$ cat config.mk
export PLATFORM = sky130hd
export DESIGN_NAME = id_stage
export DESIGN_NICKNAME = d
export VERILOG_FILES = /design/src/rtl/mips_pkg.sv /design/src/rtl/id_stage.sv
export SDC_FILE = /design/constraint.sdc
export NUM_CORES = 1
export LEC_CHECK = 0
export ABC_CLOCK_PERIOD_IN_PS = 2500
export BUFFER_PORTS_ARGS = -buffer_cell sky130_fd_sc_hd__buf_2
export CORE_AREA = 3 3 71 73
export DETAILED_ROUTE_END_ITERATION = 12
export DIE_AREA = 0 0 74 76
export PLACE_DENSITY = 0.73
export SETUP_SLACK_MARGIN = 0.15
export SLEW_MARGIN = 20
export SYNTH_ARGS = -nofsm -noshare
export SYNTH_HDL_FRONTEND = slang
export SYNTH_SLANG_ARGS = --single-unit
$ cat constraint.sdc
create_clock -name vclk -period 2.5
set_input_delay 0.25 -clock vclk [all_inputs]
set_output_delay 0.25 -clock vclk [all_outputs]
set_load 0.01 [all_outputs]
$ cat src/rtl/mips_pkg.sv
// word, address and field types, opcode and function codes, alu operation enum
package mips_pkg;

    typedef logic [31:0] word_t;       // general register or data word
    typedef logic [63:0] dword_t;      // hi:lo pair
    typedef logic [31:0] inst_addr_t;  // instruction byte address
    typedef logic [4:0]  reg_addr_t;   // register number
    typedef logic [4:0]  shamt_t;      // shift amount field

    // opcode field, bits 31:26
    localparam logic [5:0] OP_SPECIAL  = 6'b000000;
    localparam logic [5:0] OP_SPECIAL2 = 6'b011100;
    localparam logic [5:0] OP_ANDI     = 6'b001100;
    localparam logic [5:0] OP_ORI      = 6'b001101;
    localparam logic [5:0] OP_XORI     = 6'b001110;
    localparam logic [5:0] OP_LUI      = 6'b001111;
    localparam logic [5:0] OP_ADDIU    = 6'b001001;

    // function field under SPECIAL
    localparam logic [5:0] FN_SLL  = 6'b000000;
    localparam logic [5:0] FN_SRL  = 6'b000010;
    localparam logic [5:0] FN_MFHI = 6'b010000;
    localparam logic [5:0] FN_MTHI = 6'b010001;
    localparam logic [5:0] FN_MFLO = 6'b010010;
    localparam logic [5:0] FN_MTLO = 6'b010011;
    localparam logic [5:0] FN_ADDU = 6'b100001;
    localparam logic [5:0] FN_SUBU = 6'b100011;
    localparam logic [5:0] FN_AND  = 6'b100100;
    localparam logic [5:0] FN_OR   = 6'b100101;
    localparam logic [5:0] FN_XOR  = 6'b100110;
    localparam logic [5:0] FN_NOR  = 6'b100111;

    // function field under SPECIAL2
    localparam logic [5:0] FN_MADD = 6'b000000;

    localparam word_t NOP_INST = 32'h0000_0000;  // sll $0, $0, 0

    typedef enum logic [3:0] {
        ALU_NOP,
        ALU_AND, ALU_OR, ALU_XOR, ALU_NOR, ALU_LUI,
        ALU_ADDU, ALU_SUBU, ALU_SLL, ALU_SRL,
        ALU_MFHI, ALU_MFLO, ALU_MTHI, ALU_MTLO,
        ALU_MADD
    } alu_op_e;

endpackage

$ cat src/rtl/id_stage.sv
// instruction decoder, register read requests and operand selection
module id_stage import mips_pkg::*; (
    input  word_t     inst_i,
    input  word_t     reg1_data_i,
    input  word_t     reg2_data_i,
    output logic      reg1_re_o,
    output reg_addr_t reg1_addr_o,
    output logic      reg2_re_o,
    output reg_addr_t reg2_addr_o,
    output alu_op_e   alu_op_o,
    output word_t     opnd1_o,
    output word_t     opnd2_o,
    output shamt_t    shamt_o,
    output reg_addr_t waddr_o,
    output logic      wreg_o
);
    logic [5:0] opcode;
    logic [5:0] funct;
    logic       i_type;
    word_t      imm;

    assign opcode      = inst_i[31:26];
    assign funct       = inst_i[5:0];
    assign reg1_addr_o = inst_i[25:21];  // rs
    assign reg2_addr_o = inst_i[20:16];  // rt
    assign i_type      = opcode inside {OP_ANDI, OP_ORI, OP_XORI, OP_LUI, OP_ADDIU};
    assign waddr_o     = i_type ? inst_i[20:16] : inst_i[15:11];
    assign shamt_o     = inst_i[10:6];
    assign opnd1_o     = reg1_data_i;  // zero when port not enabled
    assign opnd2_o     = i_type ? imm : reg2_data_i;

    always_comb begin
        alu_op_o = ALU_NOP;  // anything unknown becomes a bubble
        imm      = {16'h0000, inst_i[15:0]};
        case (opcode)
            OP_SPECIAL: begin
                case (funct)
                    FN_AND:  alu_op_o = ALU_AND;
                    FN_OR:   alu_op_o = ALU_OR;
                    FN_XOR:  alu_op_o = ALU_XOR;
                    FN_NOR:  alu_op_o = ALU_NOR;
                    FN_ADDU: alu_op_o = ALU_ADDU;
                    FN_SUBU: alu_op_o = ALU_SUBU;
                    FN_SLL:  alu_op_o = ALU_SLL;
                    FN_SRL:  alu_op_o = ALU_SRL;
                    FN_MFHI: alu_op_o = ALU_MFHI;
                    FN_MFLO: alu_op_o = ALU_MFLO;
                    FN_MTHI: alu_op_o = ALU_MTHI;
                    FN_MTLO: alu_op_o = ALU_MTLO;
                    default: alu_op_o = ALU_NOP;
                endcase
            end
            OP_SPECIAL2: begin
                if (funct == FN_MADD) begin
                    alu_op_o = ALU_MADD;
                end
            end
            OP_ANDI: alu_op_o = ALU_AND;
            OP_ORI:  alu_op_o = ALU_OR;
            OP_XORI: alu_op_o = ALU_XOR;
            OP_LUI:  alu_op_o = ALU_LUI;
            OP_ADDIU: begin
                alu_op_o = ALU_ADDU;
                imm      = {{16{inst_i[15]}}, inst_i[15:0]};  // sign extend
            end
            default: alu_op_o = ALU_NOP;
        endcase
    end

    // port usage follows from the operation
    assign reg1_re_o = alu_op_o inside {ALU_AND, ALU_OR, ALU_XOR, ALU_NOR, ALU_ADDU,
                                        ALU_SUBU, ALU_MTHI, ALU_MTLO, ALU_MADD};
    assign reg2_re_o = !i_type && (alu_op_o inside {ALU_AND, ALU_OR, ALU_XOR, ALU_NOR,
                                   ALU_ADDU, ALU_SUBU, ALU_SLL, ALU_SRL, ALU_MADD});
    assign wreg_o    = !(alu_op_o inside {ALU_NOP, ALU_MTHI, ALU_MTLO, ALU_MADD});

endmodule

After elaboration in Yosys (flattened, before gate mapping)
Index checks and enable logic that the tools add are counted.
{"block": "word_totals", "regBits": 0, "latch_bits": 0, "ramBits": 0, "romBits": 0, "inputBits": 96, "output_inout_bits": 91, "elab_cells": 44, "memories": 0}
{"block": "op_classes", "add_sub_neg": 0, "n_mul": 0, "div": 0, "magnitude_cmp": 0, "eq_ne": 28, "n_shift": 0, "mux": 6, "bitwise": 0, "reduce_logical": 10}
{"cell": "32-bit 2-to-1 mux", "count": 2}
{"cell": "4-bit one-hot mux with 12 select lines", "count": 1}
{"cell": "6-bit == test, second input constant", "count": 6}
{"cell": "6-bit by 4-bit == test with 1-bit output, second input constant", "count": 5}
{"cell": "6-bit by 5-bit == test with 1-bit output, second input constant", "count": 5}
{"cell": "4-bit one-hot mux with 7 select lines", "count": 1}
{"cell": "4-bit == test, second input constant", "count": 5}
{"cell": "9-bit nonzero test", "count": 2}
{"cell": "4-bit by 3-bit == test with 1-bit output, second input constant", "count": 3}
{"cell": "6-bit zero test", "count": 2}
{"cell": "4-bit by 2-bit == test with 1-bit output, second input constant", "count": 2}
{"cell": "6-bit by 2-bit == test with 1-bit output, second input constant", "count": 1}
{"cell": "5-bit 2-to-1 mux", "count": 1}
{"cell": "5-bit nonzero test", "count": 1}
{"cell": "4-bit by 1-bit == test with 1-bit output, second input constant", "count": 1}
{"cell": "4-bit zero test", "count": 1}
{"cell": "4-bit 2-to-1 mux", "count": 1}
{"cell": "4-bit nonzero test", "count": 1}
{"cell": "1-bit zero test", "count": 2}
{"cell": "1-bit logical AND", "count": 1}

Depth between registers and ports, before layout
Gate-level depths: netlist of the first run.
{"block": "depth", "ltp_word": 6, "depth_mapped": 7, "depth_no_buf": 6}

Worst setup path before layout of the first run
No wires, ideal clock.
{"block": "synth_path", "path_type": "input port to output port", "startpoint": "in inst_i[29]", "endpoint": "out wreg_o", "arrival_time_ps": 1967, "required_time_ps": 2250, "path_slack_ps": 283, "path_stages": 7, "cell_sequence": "or4_4 -> or3_4 -> a211oi_2 -> or3b_1 -> buf_6 -> nor3_1 -> a211oi_1"}
{"block": "synth_between", "elab_chain_len": 5}
{"element": "start: declaration", "line": "id_stage.sv:3", "rtl": "input word_t inst_i,"}
{"element": "6-bit by 4-bit == test with 1-bit output (tied with other cells)", "line": "id_stage.sv:35", "rtl": "case (opcode)"}
{"element": "4-bit one-hot mux with 7 select lines *", "line": "id_stage.sv:35"}
{"element": "named net alu_op_o[1]", "line": "id_stage.sv:10", "rtl": "output alu_op_e alu_op_o,"}
{"element": "4-bit == test or 4-bit zero test (tied branches)", "line": "id_stage.sv:75", "rtl": "assign wreg_o = !(alu_op_o inside {ALU_NOP, ALU_MTHI, ALU_MTLO, ALU_MADD});"}
{"element": "4-bit nonzero test *", "line": "id_stage.sv:75"}
{"element": "1-bit zero test *", "line": "id_stage.sv:75"}
{"element": "end: declaration", "line": "id_stage.sv:15", "rtl": "output logic wreg_o"}
Mark *: on every way through the listed nets, which the timed path passes. The rest lies on a longest branch.

Worst setup path after layout of the first run
{"block": "layout_path", "startpoint": "in inst_i[29]", "endpoint": "out reg2_re_o"}
{"block": "layout_between", "elab_chain_len": 5}
{"element": "6-bit by 4-bit == test with 1-bit output (tied with other cells)", "line": "id_stage.sv:26, id_stage.sv:35"}
{"element": "4-bit one-hot mux with 7 select lines", "line": "id_stage.sv:35"}
{"element": "4-bit by 1-bit == test with 1-bit output (tied with other cells)", "line": "id_stage.sv:73", "rtl": "assign reg2_re_o = !i_type && (alu_op_o inside {ALU_AND, ALU_OR, ALU_XOR, ALU_NOR,"}
{"element": "9-bit nonzero test", "line": "id_stage.sv:73"}
{"element": "1-bit logical AND *", "line": "id_stage.sv:73"}
{"element": "end: declaration", "line": "id_stage.sv:8", "rtl": "output logic reg2_re_o,"}
Every way passes the cells marked *; elsewhere a longest branch is shown, timed or not.

==> results of run 1 <==
[timing repair]
item / in CTS / in global routing
buffers inserted: 0 / 1
resized for setup: 5 / 4
pin swaps: 1 / 2
endpoints found under the setup margin: 2 / 3
[final timing paths]
| check | end | depth (start not counted) | slack [ps] | start |
|---|---|---|---|---|
| hold / removal | opnd1_o[1] | 0 | 500 | reg1_data_i[1] |
| setup / recovery | reg2_re_o | 8 | 160 | inst_i[29] |
[power by group through the flow]
stage,logic (mW),clock network (mW),registers (mW)
detailed placement,0.223,0,0
global route,0.249,0,0
floorplan,0.175,0,0
CTS,0.226,0,0
finish,0.228,0,0
global placement,0.220,0,0
[routing by layer]
layer | vias up | wire, um | track usage
li1 | 634 | - | -
met1 | 589 | 1377 | 0.1287
met2 | 66 | 1877 | 0.2154
met3 | 20 | 332 | 0.01847
met4 | 0 | 77 | 0.02536
met5 | - | 0 | 0
[layout make-up]
cell class	instances	area (um^2)	share of cell area
well taps	52	65.06	0.04452
inverters	3	11.26	0.007705
repair buffers	117	614.3	0.4204
multi-input cells	105	770.7	0.5274
[cell families after synthesis]
group,share of synthesized area
xor gates and xnor gates,0.007762
buffers and inverters,0.3492
and+or+nand+nor,0.3137
muxes,0.1996
AOI/OAI and AO/OA,0.1297
[cells in the final DEF (no fill, tap or decap), types with 2 or more instances in the layout]
master,netlist,final
sky130_fd_sc_hd__nor3_1,3,3
sky130_fd_sc_hd__or4_4,1,2
sky130_fd_sc_hd__nand2b_1,4,4
sky130_fd_sc_hd__buf_2,0,110
sky130_fd_sc_hd__and3b_1,2,2
sky130_fd_sc_hd__buf_6,1,3
sky130_fd_sc_hd__nand3_1,2,2
sky130_fd_sc_hd__mux2_2,20,20
sky130_fd_sc_hd__o21ai_0,5,4
sky130_fd_sc_hd__buf_4,47,4
sky130_fd_sc_hd__nand2_1,36,35
sky130_fd_sc_hd__nor2b_1,2,2
sky130_fd_sc_hd__nand3b_1,3,3
sky130_fd_sc_hd__nor2_1,3,3
sky130_fd_sc_hd__inv_1,3,3
sky130_fd_sc_hd__a211oi_1,2,2
[through the flow]
stage / util / hold WS, ps / instances / power [mW] / worst slack [ps]
after global routing: 0.3311 / 500.0 / 277 / 0.2493 / 101.0
after detailed placement: 0.3194 / 500.1 / 276 / 0.2234 / 51.15
final: 0.3311 / 500.0 / 277 / 0.2277 / 155.1
after floorplan: - / 591.8 / 161 / 0.1746 / 282.5
after CTS: 0.3243 / 500.1 / 276 / 0.2263 / 125.9
after global placement: 0.3194 / 500.1 / 276 / 0.2199 / 124.7
[synthesized netlist by cell type (all sizes together)]
cell,n
buf,48
nand2,36
mux2,20
clkbuf,5
o21ai,5
nand2b,4
a211oi,3
inv,3
nand3b,3
nor2,3
nor3,3
or4,3
and3b,2
nand3,2
nor2b,2
or3,2
a2111oi,1
a21boi,1
a21o,1
a22oi,1
a2bb2oi,1
nand4b,1
nor3b,1
nor4,1
o211a,1
o21a,1
o22a,1
o41ai,1
or2b,1
or3b,1
or4b,1
or4bb,1
xnor2,1
==> metrics.log, run 1 <==
[metrics] Min-Delay Path Class: in -> out
[metrics] Starting Density: 0.2557
[metrics] worst max-slew margin expressed relative to the limit: 0.3090
[metrics] slew of the pin with the lowest slew margin: 1033 ps
[metrics] cell count after synthesis: 161
[metrics] Final Setup Violations: 0
[metrics] critical path buffer and inverter count: 2
[metrics] static leakage power: 0.8602 nW
[metrics] standard-cell row count: 24
[metrics] CP most frequent cell: sky130_fd_sc_hd__buf_6
[metrics] largest net degree at the start of global routing: 40
[metrics] area after detailed placement: 1410 um^2
[metrics] Largest stage delay, worst path: 540 ps
[metrics] vias in the first global route: 1,166
[metrics] max-cap violation count: 0
[metrics] fraction of power spent switching nets: 0.4930
[metrics] post-synthesis cell type count: 37
[metrics] kind of capture point of the worst setup path: output pin
[metrics] average vias per placed instance: ~4.7
[metrics] signal arrival time at the worst endpoint: roughly 2100 ps
[metrics] Pre-Repair DR Iteration Count: 4
[metrics] cell at the slowest stage of the critical path: sky130_fd_sc_hd__or4_4
[metrics] global placement routability congestion: approximately 0.76
[metrics] CTS Hold Bufs: 0
[metrics] Area Growth Syn to Fin: 29.49%
[metrics] count of inserted antenna diode cells: 0
[metrics] area share of the largest cell type after synthesis: 0.3126
[metrics] Routed Wire Length: 3665 um
[metrics] result of the run: finished clean
[metrics] Die X: 74 um
[metrics] Min Clock Period, post-route: 2345 ps
[metrics] Power Internal: 0.1155 mW
[metrics] Total GRT Usage: 0.1141
[metrics] WL per Instance: between 10 and 15 um
[metrics] number of nets in the finished design: 323
[metrics] die height: ~76 um
[metrics] Post-Syn Nets: approximately 260
[metrics] Initial DRC Count: 15
[metrics] Max rail drop VDD: 65.82 uV
[metrics] path type of the worst setup path: in -> out
[metrics] share of final-layout standard cells stronger than drive strength 1: 0.6578
[metrics] main area contributors after synthesis: sky130_fd_sc_hd__buf_4, sky130_fd_sc_hd__mux2_2, sky130_fd_sc_hd__nand2_1
[metrics] power share of the clock group: 0
[metrics] critical path startpoint category: input port
[metrics] Remaining Overflow, GRT: 0
[metrics] Fin Setup TNS: 0 ps
[metrics] Synthesis Warnings: 0
[metrics] overall via count from detail_route: ~1.3k
[metrics] family with the most delay on the worst path: simple AND/OR/NAND/NOR gates
[metrics] worst path cell trace: buf_6 -> or4_4 -> or3_4 -> o41ai_4 -> or2b_4 -> nand3b_1 -> o211a_1 -> buf_6
[metrics] Final ANT Viol Nets: 0
[metrics] layout sequential cell count: 0
[metrics] Core Footprint: 4414 um^2
[metrics] detailed-placement wirelength estimate: 3158 um
[metrics] Synth Cell Area: 1129 um^2
[metrics] fill cell count: 499
[metrics] Max FO, Critical Path: 4
[metrics] initial antenna violation count: 0
[metrics] cell type with the highest aggregate area in the netlist: sky130_fd_sc_hd__buf_4
[metrics] first-pass GRT wire length: between 5000 and 6000 um
[metrics] post-route cell area: 1461 um^2
[metrics] fin. max-slew vios: 0
[metrics] RSZ-0062 raised after global routing: yes
[metrics] CLK BUF: 0
[metrics] sequential cell area in the final layout: 0 um^2
[metrics] share of total power in sequential cells: 0
[metrics] switching power: around 0.11 mW
[metrics] syn_area_per_cell: 7.010 um^2
[metrics] number of buffers inserted by port buffering: 113
[metrics] share of synthesized area occupied by flip-flops and latches: 0
[metrics] Worst EP required: 2250 ps
[metrics] power density over cell area: 155.8 nW/um^2
[metrics] overall die area: roughly 5600 um^2
[metrics] Top Ports: 187
[metrics] DRC violation count after routing: 0
[metrics] Final period util: 0.9380
[metrics] Peak Freq: 426.5 MHz
[metrics] final hold violation count: 0
[metrics] logic gate share of total power: 1.000
No activity file was read; power rests on OpenSTA's default activity.
==> inputs of run 2 (changes only) <==
==> constraint.sdc (replaced) <==
create_clock -name vclk -period 2.5
set_input_delay 0.25 -clock vclk [all_inputs]
set_output_delay 0.25 -clock vclk [all_outputs]
set_load 0.05 [all_outputs]
==> metrics.log, run 2 (synthesis results as in run 1) <==
[metrics] overall die area: 5624 um^2 (unchanged)
[metrics] area after detailed placement: 1539 um^2 (+9.1%)
[metrics] Top Ports: 187 (unchanged)
[metrics] number of nets in the finished design: 340 (+5.3%)
[metrics] signal arrival time at the worst endpoint: 2200 ps (+110 ps)
[metrics] sequential cell area in the final layout: 0 um^2 (unchanged)
[metrics] largest net degree at the start of global routing: 21 (-48%)
[metrics] layout sequential cell count: 0 (unchanged)
[metrics] Die X: 74 um (unchanged)
[metrics] worst max-slew margin expressed relative to the limit: 0.4688 (+0.1598)
[metrics] path type of the worst setup path: in -> out
[metrics] detailed-placement wirelength estimate: 3290 um (+4.2%)
[metrics] Final period util: 0.9793 (+0.04130)
[metrics] post-route cell area: 1662 um^2 (+14%)
[metrics] max-cap violation count: 0 (unchanged)
[metrics] fill cell count: 477 (-4.4%)
[metrics] average vias per placed instance: 4.626 (-2.1%)
[metrics] Min Clock Period, post-route: 2448 ps (+103.3 ps)
[metrics] Largest stage delay, worst path: 540 ps (about the same)
[metrics] vias in the first global route: 1,321 (+13%)
[metrics] Remaining Overflow, GRT: 0 (unchanged)
[metrics] power density over cell area: 250.8 nW/um^2 (+61%)
[metrics] CTS Hold Bufs: 0 (unchanged)
[metrics] Initial DRC Count: 37 (+22)
[metrics] die height: 76 um (unchanged)
[metrics] initial antenna violation count: 0 (unchanged)
[metrics] DRC violation count after routing: 0 (unchanged)
[metrics] total power: 0.4166 mW (+83%)
[metrics] overall via count from detail_route: 1,360 (+3.9%)
[metrics] Final Setup Violations: 0 (unchanged)
[metrics] Max FO, Critical Path: 3 (-1)
[metrics] met2 WL post-DR: 2044 um (+8.9%)
[metrics] RSZ-0062 raised after global routing: yes
[metrics] critical path startpoint category: input port
[metrics] standard-cell row count: 24 (unchanged)
[metrics] leading cell types in the layout, fill and taps excluded: sky130_fd_sc_hd__buf_2, sky130_fd_sc_hd__nand2_1, sky130_fd_sc_hd__mux2_2
[metrics] static leakage power: 0.9417 nW (+9.5%)
[metrics] cell at the slowest stage of the critical path: sky130_fd_sc_hd__or4_4
[metrics] result of the run: finished clean
[metrics] slew of the pin with the lowest slew margin: 796.7 ps (-235.9 ps)
[metrics] uppermost signal routing layer after detailed routing: met4
[metrics] Total GRT Usage: 0.1293 (+0.01518)
[metrics] CP most frequent cell: sky130_fd_sc_hd__buf_6
[metrics] worst path cell trace: buf_6 -> or4_4 -> or3_4 -> o41ai_4 -> or2b_4 -> nand3b_1 -> o211a_4 -> buf_6
[metrics] fin. max-slew vios: 0 (unchanged)
[metrics] share of final-layout standard cells stronger than drive strength 1: 0.7025 (+0.04470)
[metrics] first-pass GRT wire length: 6106 um (+12%)
[metrics] final hold violation count: 0 (unchanged)
[metrics] Pre-Repair DR Iteration Count: 4 (unchanged)
[metrics] Final ANT Viol Nets: 0 (unchanged)
[metrics] Core Footprint: 4414 um^2 (unchanged)
[metrics] Max rail drop VDD: 98.04 uV (+49%)
[metrics] Routed Wire Length: 4029 um (+9.9%)
[metrics] Worst EP required: 2250 ps (about the same)
[metrics] area occupied by multi-input gates: 818.3 um^2 (+6.2%)
[metrics] wl on met1: 1531 um (+11%)
[metrics] Min-Delay Path Class: in -> out
[metrics] kind of capture point of the worst setup path: output pin
[metrics] count of inserted antenna diode cells: 0 (unchanged)
[metrics] Starting Density: 0.2557 (unchanged)
[metrics] Peak Freq: 408.5 MHz (-4.2%)
[metrics] WL per Instance: 13.70 um (+3.6%)
[metrics] detailed route wirelength on metal3: 363 um (+9.3%)
[metrics] most common cell after layout, fill and taps aside: sky130_fd_sc_hd__buf_2
[metrics] Area Growth Syn to Fin: 47.23%
[metrics] global placement routability congestion: 0.8318 (+9.2%)
[metrics] CLK BUF: 0 (unchanged)
[metrics] number of buffers inserted by port buffering: 113 (unchanged)
-- run 2: cell types whose count changed in the layout (fill, tap and decap cells not counted), sizes merged --
cell    previous run  this run
buf              117       132
clkbuf             0         1
o21ai              5         6
-- run 2: timing repair --
item / 4_1_cts / 5_1_grt
buffers inserted: 2 / 2
gates resized for setup: 11 / 12
pin swaps: 2 / 2
gates cloned: 1 / 0
endpoints found under the setup margin: 17 / 6
-- run 2: path summary, 6_finish.rpt --
path                       startpoint  cells past startpoint  slack, ps          end
worst max-delay path       inst_i[29]                      8         50    reg2_re_o
worst min-delay path  reg1_data_i[17]                      0        500  opnd1_o[17]
-- run 2: power by group --
| group | switching (mW) | internal (mW) |
|---|---|---|
| logic | 0.284 | 0.133 |
| registers | 0 | 0 |
| clock network | 0 | 0 |
| total | 0.284 | 0.133 |
-- run 2: worst max-delay path: cells and delay by family --
| family | cells | cell delay (ps) |
|---|---|---|
| buf+inv | 2 | 240 |
| compound gates | 2 | 480 |
| simple gates | 4 | 1220 |
-- run 2: stage by stage --
step | setup TNS [ps] | util | std cells | setup slack, ps | hold WS (ps)
after global routing | 0 | 0.3764 | 294 | 3.455 | 500.1
after detailed placement | -122.2 | 0.3486 | 289 | -76.55 | 500.3
final | 0 | 0.3764 | 294 | 51.87 | 500.0
after CTS | 0 | 0.3628 | 292 | 11.99 | 500.3
after floorplan | 0 | - | 161 | 53.41 | 667.1
after global placement | -15.00 | 0.3486 | 289 | -15.00 | 500.3
-- run 2: area by class of cell --
class | instances | share of cell area
repair buffers | 133 | 0.4616
inverters | 3 | 0.006777
multi-input cells | 106 | 0.4925
well taps | 52 | 0.03916
-- run 2: metal layers --
metal / up-vias / track usage
met4: 0 / 0.03261
met1: 611 / 0.1481
met3: 14 / 0.02243
met5: - / 0
met2: 63 / 0.2385
li1: 672 / -
